==> src/bd_link_pkg.sv <==
package bd_link_pkg;

  // host word fields
  localparam int CODE_W = 6;
  localparam int PAYLOAD_W = 20;
  // chip word, payload above route
  localparam int BD_W = 21;

  // apb config port
  localparam int APB_ADDR_W = 8;
  localparam int APB_DATA_W = 32;

  // register map, byte offsets
  typedef enum logic [APB_ADDR_W-1:0] {
    reg_ctrl   = 8'h00,
    reg_sent   = 8'h04,
    reg_drop   = 8'h08,
    reg_status = 8'h0c
  } reg_addr_e;

  // bit fields of reg_ctrl and reg_status
  localparam int CTRL_EN_BIT = 0;
  localparam int CTRL_CLR_BIT = 1;
  localparam int STATUS_BUSY_BIT = 1;

endpackage

==> src/bd_leaf_pkg.sv <==
package bd_leaf_pkg;
  import bd_link_pkg::*;

  // valid leaves in the downstream tree
  // any code at or above this is invalid
  localparam int N_LEAVES = 34;
  // longest route in the tree, in bits
  localparam int ROUTE_W = 8;
  localparam int ROUTE_LEN_W = 4;
  localparam int LEAF_WIDTH_W = 5;

  //////////////////////////////////////////////////////////////////////
  // leaf codes, in routing table order

  typedef enum logic [CODE_W-1:0] {
    adc, dac0, dac10, dac11, dac12,
    dac1, dac2, dac3, dac4, dac5, dac6, dac7, dac8, dac9,
    delay0, delay1, delay2, delay3, delay4, delay5, delay6,
    init_fifo_dct, init_fifo_ht,
    neuron_config, neuron_dump_toggle, neuron_inject,
    prog_ammm, prog_pat, prog_tat0, prog_tat1,
    ri,
    toggle_post_fifo0, toggle_post_fifo1, toggle_pre_fifo
  } leaf_e;

  //////////////////////////////////////////////////////////////////////
  // route tables, index 0 is adc

  // route bits, lsb is the first hop taken at the tree root
  // upper bits beyond the route length are zero
  localparam logic [0:N_LEAVES-1][ROUTE_W-1:0] LEAF_ROUTE = '{
    8'h05, 8'h0d, 8'h5d, 8'h3d, 8'h7d,                      // adc, dac0, dac10..12
    8'h8d, 8'h4d, 8'hcd, 8'h2d, 8'had, 8'h6d, 8'hed, 8'h1d, // dac1..dac8
    8'h9d,                                                  // dac9
    8'h01, 8'h21, 8'h71, 8'hf1, 8'h09, 8'h19, 8'h59,        // delay0..6
    8'h31, 8'h11,                                           // fifo init
    8'h03, 8'h0f, 8'h07,                                    // neuron array
    8'h39, 8'h29, 8'h41, 8'h61,                             // prog ports
    8'h00,                                                  // ri
    8'h51, 8'hd1, 8'h91                                     // fifo toggles
  };

  // depth of each leaf in the tree
  // only 1, 3, 4, 6, 7 and 8 occur
  localparam logic [0:N_LEAVES-1][ROUTE_LEN_W-1:0] LEAF_ROUTE_LEN = '{
    4'd4, 4'd8, 4'd7, 4'd7, 4'd7,
    4'd8, 4'd8, 4'd8, 4'd8, 4'd8, 4'd8, 4'd8, 4'd8, 4'd8,
    4'd7, 4'd7, 4'd8, 4'd8, 4'd6, 4'd7, 4'd7,
    4'd7, 4'd8,
    4'd3, 4'd4, 4'd4,
    4'd6, 4'd6, 4'd7, 4'd7,
    4'd1,
    4'd8, 4'd8, 4'd8
  };

  // payload bits carried per word (one chunk of wide leaves)
  localparam logic [0:N_LEAVES-1][LEAF_WIDTH_W-1:0] LEAF_WIDTH = '{
    5'd3, 5'd11, 5'd11, 5'd11, 5'd11,
    5'd11, 5'd11, 5'd11, 5'd11, 5'd11, 5'd11, 5'd11, 5'd11, 5'd11,
    5'd8, 5'd8, 5'd8, 5'd8, 5'd8, 5'd8, 5'd8,
    5'd11, 5'd1,
    5'd18, 5'd2, 5'd11,
    5'd11, 5'd7, 5'd8, 5'd8,
    5'd20,
    5'd2, 5'd2, 5'd2
  };

endpackage

==> src/bd_ctrl_regs.sv <==
`timescale 1ns/1ps

module bd_ctrl_regs
  import bd_link_pkg::*;
#(
  parameter int CNT_W = 16
) (
  input  logic                  clk,
  input  logic                  arst_n,
  input  logic                  psel,
  input  logic                  penable,
  input  logic                  pwrite,
  input  logic [APB_ADDR_W-1:0] paddr,
  input  logic [APB_DATA_W-1:0] pwdata,
  output logic [APB_DATA_W-1:0] prdata,
  output logic                  pready,
  output logic                  pslverr,
  input  logic                  sent_pulse,
  input  logic                  drop_pulse,
  input  logic                  fifo_valid,
  output logic                  enable
);

  logic                  access;
  logic                  addr_hit;
  logic                  addr_ro;
  logic [APB_DATA_W-1:0] rd_word;
  logic                  ctrl_wr;
  logic                  cnt_clr;
  logic [CNT_W-1:0]      sent_cnt;
  logic [CNT_W-1:0]      drop_cnt;

  // counters stick at all ones
  function automatic logic [CNT_W-1:0] sat_inc(input logic [CNT_W-1:0] cnt);
    return (&cnt) ? cnt : cnt + 1'b1;
  endfunction

  //////////////////////////////////////////////////////////////////////
  // apb decode

  // no wait states
  assign pready = 1'b1;
  assign access = psel & penable;

  always_comb begin
    addr_hit = 1'b1;
    addr_ro = 1'b0;
    rd_word = '0;
    case (paddr)
      reg_ctrl: begin
        // clear bit always reads 0
        rd_word[CTRL_EN_BIT] = enable;
      end
      reg_sent: begin
        addr_ro = 1'b1;
        rd_word = APB_DATA_W'(sent_cnt);
      end
      reg_drop: begin
        addr_ro = 1'b1;
        rd_word = APB_DATA_W'(drop_cnt);
      end
      reg_status: begin
        addr_ro = 1'b1;
        rd_word[CTRL_EN_BIT] = enable;
        rd_word[STATUS_BUSY_BIT] = fifo_valid;
      end
      default: addr_hit = 1'b0;
    endcase
  end

  assign prdata = (access & ~pwrite) ? rd_word : '0;
  // unmapped or read-only write
  assign pslverr = access & (~addr_hit | (pwrite & addr_ro));

  assign ctrl_wr = access & pwrite & (paddr == reg_ctrl);
  assign cnt_clr = ctrl_wr & pwdata[CTRL_CLR_BIT];

  //////////////////////////////////////////////////////////////////////
  // control and counters

  always_ff @(posedge clk or negedge arst_n) begin
    if (!arst_n) begin
      enable <= 1'b0;
      sent_cnt <= '0;
      drop_cnt <= '0;
    end else begin
      if (ctrl_wr) begin
        enable <= pwdata[CTRL_EN_BIT];
      end
      // clear wins over a same-cycle count
      if (cnt_clr) begin
        sent_cnt <= '0;
        drop_cnt <= '0;
      end else begin
        if (sent_pulse) begin
          sent_cnt <= sat_inc(sent_cnt);
        end
        if (drop_pulse) begin
          drop_cnt <= sat_inc(drop_cnt);
        end
      end
    end
  end

endmodule

==> src/bd_encoder.sv <==
`timescale 1ns/1ps

module bd_encoder
  import bd_link_pkg::*;
  import bd_leaf_pkg::*;
(
  input  logic [CODE_W-1:0]    fifo_leaf,
  input  logic [PAYLOAD_W-1:0] fifo_payload,
  input  logic                 fifo_valid,
  output logic                 fifo_pop,
  input  logic                 enable,
  output logic [BD_W-1:0]      bd_data,
  output logic                 bd_valid,
  input  logic                 bd_ack,
  output logic                 sent_pulse,
  output logic                 drop_pulse
);

  logic                   leaf_ok;
  logic [CODE_W-1:0]      leaf_idx;
  logic [ROUTE_W-1:0]     route;
  logic [ROUTE_LEN_W-1:0] route_len;
  logic [BD_W-1:0]        payload_ext;
  logic [BD_W-1:0]        shifted;
  logic                   head_live;

  //////////////////////////////////////////////////////////////////////
  // route lookup

  assign leaf_ok = (fifo_leaf < CODE_W'(N_LEAVES));
  // keep the table index in range for bad codes
  assign leaf_idx = leaf_ok ? fifo_leaf : '0;
  assign route = LEAF_ROUTE[leaf_idx];
  assign route_len = LEAF_ROUTE_LEN[leaf_idx];

  //////////////////////////////////////////////////////////////////////
  // word build

  // top payload bits fall off at 21 bits on deep leaves
  assign payload_ext = BD_W'(fifo_payload);

  // one fixed shift per tree depth
  always_comb begin
    case (route_len)
      4'd1:    shifted = payload_ext << 1;
      4'd3:    shifted = payload_ext << 3;
      4'd4:    shifted = payload_ext << 4;
      4'd6:    shifted = payload_ext << 6;
      4'd7:    shifted = payload_ext << 7;
      4'd8:    shifted = payload_ext << 8;
      default: shifted = '0;
    endcase
  end

  // route bits in the freed low bits, zero for bad codes
  assign bd_data = leaf_ok ? (shifted | BD_W'(route)) : '0;

  //////////////////////////////////////////////////////////////////////
  // handshake

  // head word may move only while enabled
  assign head_live = fifo_valid & enable;

  // good leaves wait for the chip ack
  assign bd_valid = head_live & leaf_ok;
  assign sent_pulse = bd_valid & bd_ack;

  // bad leaves are swallowed at once
  assign drop_pulse = head_live & ~leaf_ok;

  assign fifo_pop = sent_pulse | drop_pulse;

endmodule

==> src/bd_encoder_top.sv <==
`timescale 1ns/1ps

module bd_encoder_top
  import bd_link_pkg::*;
#(
  parameter int FIFO_DEPTH = 4,
  parameter int CNT_W = 16
) (
  input  logic                  clk,
  input  logic                  arst_n,
  // host words
  input  logic [CODE_W-1:0]     in_leaf,
  input  logic [PAYLOAD_W-1:0]  in_payload,
  input  logic                  in_valid,
  output logic                  in_ack,
  // chip words
  output logic [BD_W-1:0]       bd_data,
  output logic                  bd_valid,
  input  logic                  bd_ack,
  // config
  input  logic                  psel,
  input  logic                  penable,
  input  logic                  pwrite,
  input  logic [APB_ADDR_W-1:0] paddr,
  input  logic [APB_DATA_W-1:0] pwdata,
  output logic [APB_DATA_W-1:0] prdata,
  output logic                  pready,
  output logic                  pslverr
);

  // fifo head to encoder
  logic [CODE_W-1:0]    fifo_leaf;
  logic [PAYLOAD_W-1:0] fifo_payload;
  logic                 fifo_valid;
  logic                 fifo_pop;
  // encoder to and from registers
  logic                 enable;
  logic                 sent_pulse;
  logic                 drop_pulse;

  bd_word_fifo #(
    .FIFO_DEPTH (FIFO_DEPTH)
  ) u_fifo (
    .clk          (clk),
    .arst_n       (arst_n),
    .in_leaf      (in_leaf),
    .in_payload   (in_payload),
    .in_valid     (in_valid),
    .in_ack       (in_ack),
    .fifo_leaf    (fifo_leaf),
    .fifo_payload (fifo_payload),
    .fifo_valid   (fifo_valid),
    .fifo_pop     (fifo_pop)
  );

  bd_encoder u_enc (
    .fifo_leaf    (fifo_leaf),
    .fifo_payload (fifo_payload),
    .fifo_valid   (fifo_valid),
    .fifo_pop     (fifo_pop),
    .enable       (enable),
    .bd_data      (bd_data),
    .bd_valid     (bd_valid),
    .bd_ack       (bd_ack),
    .sent_pulse   (sent_pulse),
    .drop_pulse   (drop_pulse)
  );

  bd_ctrl_regs #(
    .CNT_W (CNT_W)
  ) u_regs (
    .clk        (clk),
    .arst_n     (arst_n),
    .psel       (psel),
    .penable    (penable),
    .pwrite     (pwrite),
    .paddr      (paddr),
    .pwdata     (pwdata),
    .prdata     (prdata),
    .pready     (pready),
    .pslverr    (pslverr),
    .sent_pulse (sent_pulse),
    .drop_pulse (drop_pulse),
    .fifo_valid (fifo_valid),
    .enable     (enable)
  );

endmodule

==> src/bd_word_fifo.sv <==
`timescale 1ns/1ps

module bd_word_fifo
  import bd_link_pkg::*;
#(
  parameter int FIFO_DEPTH = 4
) (
  input  logic                 clk,
  input  logic                 arst_n,
  input  logic [CODE_W-1:0]    in_leaf,
  input  logic [PAYLOAD_W-1:0] in_payload,
  input  logic                 in_valid,
  output logic                 in_ack,
  output logic [CODE_W-1:0]    fifo_leaf,
  output logic [PAYLOAD_W-1:0] fifo_payload,
  output logic                 fifo_valid,
  input  logic                 fifo_pop
);

  // depth is a power of two, pointers wrap on their own
  localparam int PTR_W = $clog2(FIFO_DEPTH);
  localparam int COUNT_W = $clog2(FIFO_DEPTH + 1);

  logic [CODE_W-1:0]    mem_leaf    [FIFO_DEPTH];
  logic [PAYLOAD_W-1:0] mem_payload [FIFO_DEPTH];
  logic [PTR_W-1:0]     wr_ptr;
  logic [PTR_W-1:0]     rd_ptr;
  logic [COUNT_W-1:0]   count;
  logic                 push;
  logic                 pop;

  // host side handshake
  assign in_ack = (count != COUNT_W'(FIFO_DEPTH));
  assign push = in_valid & in_ack;

  // head word straight from storage
  assign fifo_valid = (count != '0);
  assign fifo_leaf = mem_leaf[rd_ptr];
  assign fifo_payload = mem_payload[rd_ptr];
  // ignore pops on empty
  assign pop = fifo_pop & fifo_valid;

  // pointers and occupancy
  always_ff @(posedge clk or negedge arst_n) begin
    if (!arst_n) begin
      wr_ptr <= '0;
      rd_ptr <= '0;
      count <= '0;
    end else begin
      if (push) begin
        wr_ptr <= wr_ptr + 1'b1;
      end
      if (pop) begin
        rd_ptr <= rd_ptr + 1'b1;
      end
      // push and pop together leave count alone
      case ({push, pop})
        2'b10:   count <= count + 1'b1;
        2'b01:   count <= count - 1'b1;
        default: count <= count;
      endcase
    end
  end

  // storage
  always_ff @(posedge clk) begin
    if (push) begin
      mem_leaf[wr_ptr] <= in_leaf;
      mem_payload[wr_ptr] <= in_payload;
    end
  end

endmodule
==> config.mk <==
export PLATFORM = sky130hd
export DESIGN_NAME = bd_encoder_top
export DESIGN_NICKNAME = d
export VERILOG_FILES = /design/src/bd_link_pkg.sv /design/src/bd_leaf_pkg.sv /design/src/bd_ctrl_regs.sv /design/src/bd_encoder.sv /design/src/bd_encoder_top.sv /design/src/bd_word_fifo.sv
export SDC_FILE = /design/constraint.sdc
export NUM_CORES = 1
export LEC_CHECK = 0
export BUFFER_PORTS_ARGS = -buffer_cell sky130_fd_sc_hd__buf_2
export CAP_MARGIN = 20
export CORE_ASPECT_RATIO = 1.5
export CORE_MARGIN = 8
export CORE_UTILIZATION = 40
export CTS_CLUSTER_DIAMETER = 150
export CTS_CLUSTER_SIZE = 16
export DETAILED_ROUTE_END_ITERATION = 8
export PLACE_DENSITY = 0.7
export SLEW_MARGIN = 20
export SYNTH_ARGS = -nofsm -noshare
export SYNTH_HDL_FRONTEND = slang
export SYNTH_SLANG_ARGS = --single-unit
==> constraint.sdc <==
create_clock -name clk -period 3.71 [get_ports clk]
set_input_delay 0 -clock clk [delete_from_list [all_inputs] [get_ports clk]]
set_output_delay 0 -clock clk [all_outputs]
set_load 0.02 [all_outputs]
==> impl_metrics.py <==
metrics = {
    "global_routing": {
        "grtUsageTotal_pct": 15.67,
        "antenna_found_initial": 0,
        "first_global_vias": 5840,
        "grt_pass1_wl_um": 30420,
        "overflow": 0,
        "grt_max_degree": 41,
    },
    "floorplan": {
        "rows": 63,
        "die_y_um": 188.4,
        "start_util_pct": 40.38,
        "io-pin-count": 130,
        "die-area_um2": 24670,
        "die-width_um": 130.9,
        "core-area_um2": 19630,
    },
    "timing": {
        "rsz0062_at_grt": "yes",
        "setup_viol": 0,
        "clock_skew_ns": 0.008981,
        "min_period_ns": 3.571,
        "drv_slew": 0,
        "setup_slack_ns": 0.1395,
        "fin_crit_sh_pct": 96.24,
        "relSlewSlack_pct": 31.71,
        "tightest_slew_ns": 1.018,
        "hold_viol": 0,
        "max_freq_mhz": 280.1,
    },
    "critical_path": {
        "crit_family": "compound AO/OA/AOI/OAI gates",
        "crit_slowest_cell": "mux4_2",
        "cp-end-kind": "output pin",
        "r2r-end": "u_regs.sent_cnt[3]",
        "worstPathRequired_ns": 3.71,
        "crit_top_cell": "buf_4",
        "r2r-start": "u_fifo.rd_ptr[0]",
        "critPathMaxStageDelay_ns": 0.59,
        "critical_path_depth": 11,
        "worstPathMaxFanout": 10,
        "path_buf_inv": 4,
        "critPathKind": "flop to output pin",
        "reg2reg_depth": 8,
        "critPathLaunch": "u_fifo.rd_ptr[0]",
        "crit_chain": "buf_4 -> mux4_2 -> buf_4 -> or3_1 -> o311ai_1 -> o21a_2 -> buf_4 -> o221a_4 -> a221oi_2 -> a21oi_1 -> buf_2",
        "crit_path_start_kind": "flop",
        "arrival_ns": 3.57,
        "r2r_setup_slack_ns": 0.40,
    },
    "synthesis": {
        "syn_avg_cell_area_um2": 12.08,
        "yosysWarnings": 0,
        "synth_area_leaders": "edfxtp_1 (39%), dfrtp_1 (13%), mux4_2 (7.1%), nor2_1 (3.7%), mux2i_1 (3.2%)",
        "yosys.area.top_type_share_pct": 39.40,
        "synthArstFlopShare_pct": 27.78,
        "syn_inst": 656,
        "synth_ff_type": "edfxtp_1",
        "ys_types": 76,
        "synth_edf_count": 104,
        "synth.cell_area_um2": 7926,
        "yosysTopAreaCell": "edfxtp_1",
        "ys_seq_area_share_pct": 52.03,
        "ys_seq_elements": 144,
    },
    "cts": {
        "path_clk_slew_ns": 0.06,
        "cts_tree": "built",
        "numCtsBuffers": 17,
        "clk_latency_ns": 0.41,
        "cts-root-buf": "clkbuf_16",
        "clk_path_buf_depth": 2,
        "cts.sinks": 144,
        "cts_max_level": 4,
    },
    "layout": {
        "drive_gt1_share_pct": 27.48,
        "syn_to_final_growth_pct": 21.14,
        "final_util_pct": 48.92,
        "final_area_um2": 9602,
        "final_common_cell": "edfxtp_1",
        "final_net_count": 870,
        "antennaDiodeCount": 0,
        "final_cell_mix": "edfxtp_1 (104), buf_2 (81), nor2_1 (76)",
    },
    "placed_design": {
        "io_buffers": 82,
        "dp_hpwl_um": 13420,
        "dp_worst_setup_slack_ns": 0.1946,
        "placed_area_um2": 8581,
        "place_congestion": 0.9117,
    },
    "worst_hold_path": {
        "min_delay_worst_endpoint": "u_fifo.rd_ptr[0]",
        "hold_path_depth": 3,
        "min_path_type": "primary input to flop",
        "worst_hold_startpoint": "bd_ack",
    },
    "status": {
        "status": "finished clean",
    },
    "detailed_routing": {
        "wl_um": 19270,
        "vias_per_cell": 5.542,
        "dr.pass1.iters": 5,
        "postRouteAntennaNets": 0,
        "vias": 5858,
        "wl_per_cell_um": 18.23,
        "drc_errors": 0,
        "drtIter0Drc": 355,
    },
    "pwr": {
        "p_per_area_nw_per_um2": 733.4,
        "power_leakage_uw": 0.003565,
        "peakVddDrop_mv": 0.2782,
    },
    "run": {
        "maxCapViolCount": 0,
    },
}
[through the flow]
stage | hold slack (ns) | std cells | setup TNS (ns) | total power, uW
after global placement | 0.1905 | 984 | 0 | 5186
after global routing | 0.02796 | 1057 | -0.02759 | 7426
after CTS | 0.003182 | 1049 | 0 | 6959
final | 0.02058 | 1057 | 0 | 7042
after detailed placement | 0.1915 | 984 | 0 | 5221
after floorplan | -0.2956 | 671 | 0 | 4464
[flip-flops by register name, indices dropped and copies added, names as in the netlist]
register	flops
u_fifo.wr_ptr	2
u_regs.drop_cnt	16
u_regs.sent_cnt	16
u_fifo.count	3
u_fifo.rd_ptr	2
u_fifo.mem_leaf	24
u_regs.enable	1
u_fifo.mem_payload	80
[how the worst max path moves through the flow]
stage,end,slack [ns]
after floorplan,bd_data[9],0.18
after global placement,bd_data[17],0.22
after detailed placement,bd_data[20],0.19
after CTS,bd_data[17],0.04
after global routing,bd_data[20],-0.02
final,bd_data[13],0.14
[layout make-up]
| type | instances | area, um2 |
|---|---|---|
| multi-input combinational | 455 | 3546 |
| clock buffer | 18 | 429.2 |
| tap | 260 | 325.3 |
| clock inverter | 14 | 123.9 |
| fill | 1723 | 10030 |
| timing repair buffer | 147 | 979.7 |
| sequential | 144 | 4126 |
| inverter | 19 | 71.32 |
[cell families (layout without fill, tap and decap cells)]
logic type      count (synthesis)  count (layout)  share of synthesized area (%)
simple gates                  199             199                          12.71
flops                         144             144                          52.03
compound gates                138             139                          13.23
buf+inv                        73             198                          5.020
mux                            57              57                          11.44
xor+xnor                       29              29                          3.204
fa+ha+maj                      14              14                          2.273
other cells                     2              17                        0.09475
[power by group]
group | switching [uW] | leakage (uW) | internal [uW] | total [uW]
clock | 691 | 0.000263 | 879 | 1570
combinational | 1990 | 0.00188 | 1290 | 3290
sequential | 134 | 0.00142 | 2050 | 2190
total | 2820 | 0.00356 | 4220 | 7040
[Yosys cell counts (4+ instances only)]
cell,number
nand2b_1,6
a22oi_1,15
dfrtp_1,40
o21ai_0,19
nor2_1,79
xnor2_1,17
a221oi_2,6
mux2i_1,25
a221oi_1,8
mux4_2,25
a32oi_1,10
edfxtp_1,104
buf_6,6
xor2_1,12
buf_4,18
clkbuf_1,18
o21a_1,4
mux2_2,6
a21oi_1,32
nand2_1,32
nor3_2,4
nor3_1,8
ha_1,12
nor2b_1,7
a31oi_1,4
and4_1,5
and3_1,5
nand4_1,8
inv_1,19
or3_1,10
nand3_1,18
buf_2,8
[per-layer routing]
layer	global-route usage, %	wire length [um]	vias up
met5	0	0	-
met2	27.75	10150	231
met1	18.12	7589	2852
met3	3.113	1079	39
li1	-	-	2736
met4	5.588	445	0
[tightest hold or removal path: cells and delay by family]
| kind | cells | cell delay, ns |
|---|---|---|
| AO/OA/AOI/OAI | 1 | 0.20 |
| XOR/XNOR | 1 | 0.08 |
| buffers and inverters | 1 | 0.10 |
[repair_timing]
action                                 CTS  global route
pin swaps                                1             3
setup endpoints to repair               17            17
gates resized for setup                 10            12
buffers inserted                         3             8
hold buffers                            29             0
endpoints found under the hold margin  146             0
gates cloned                             1             0
(Power assumes the default switching activity.)
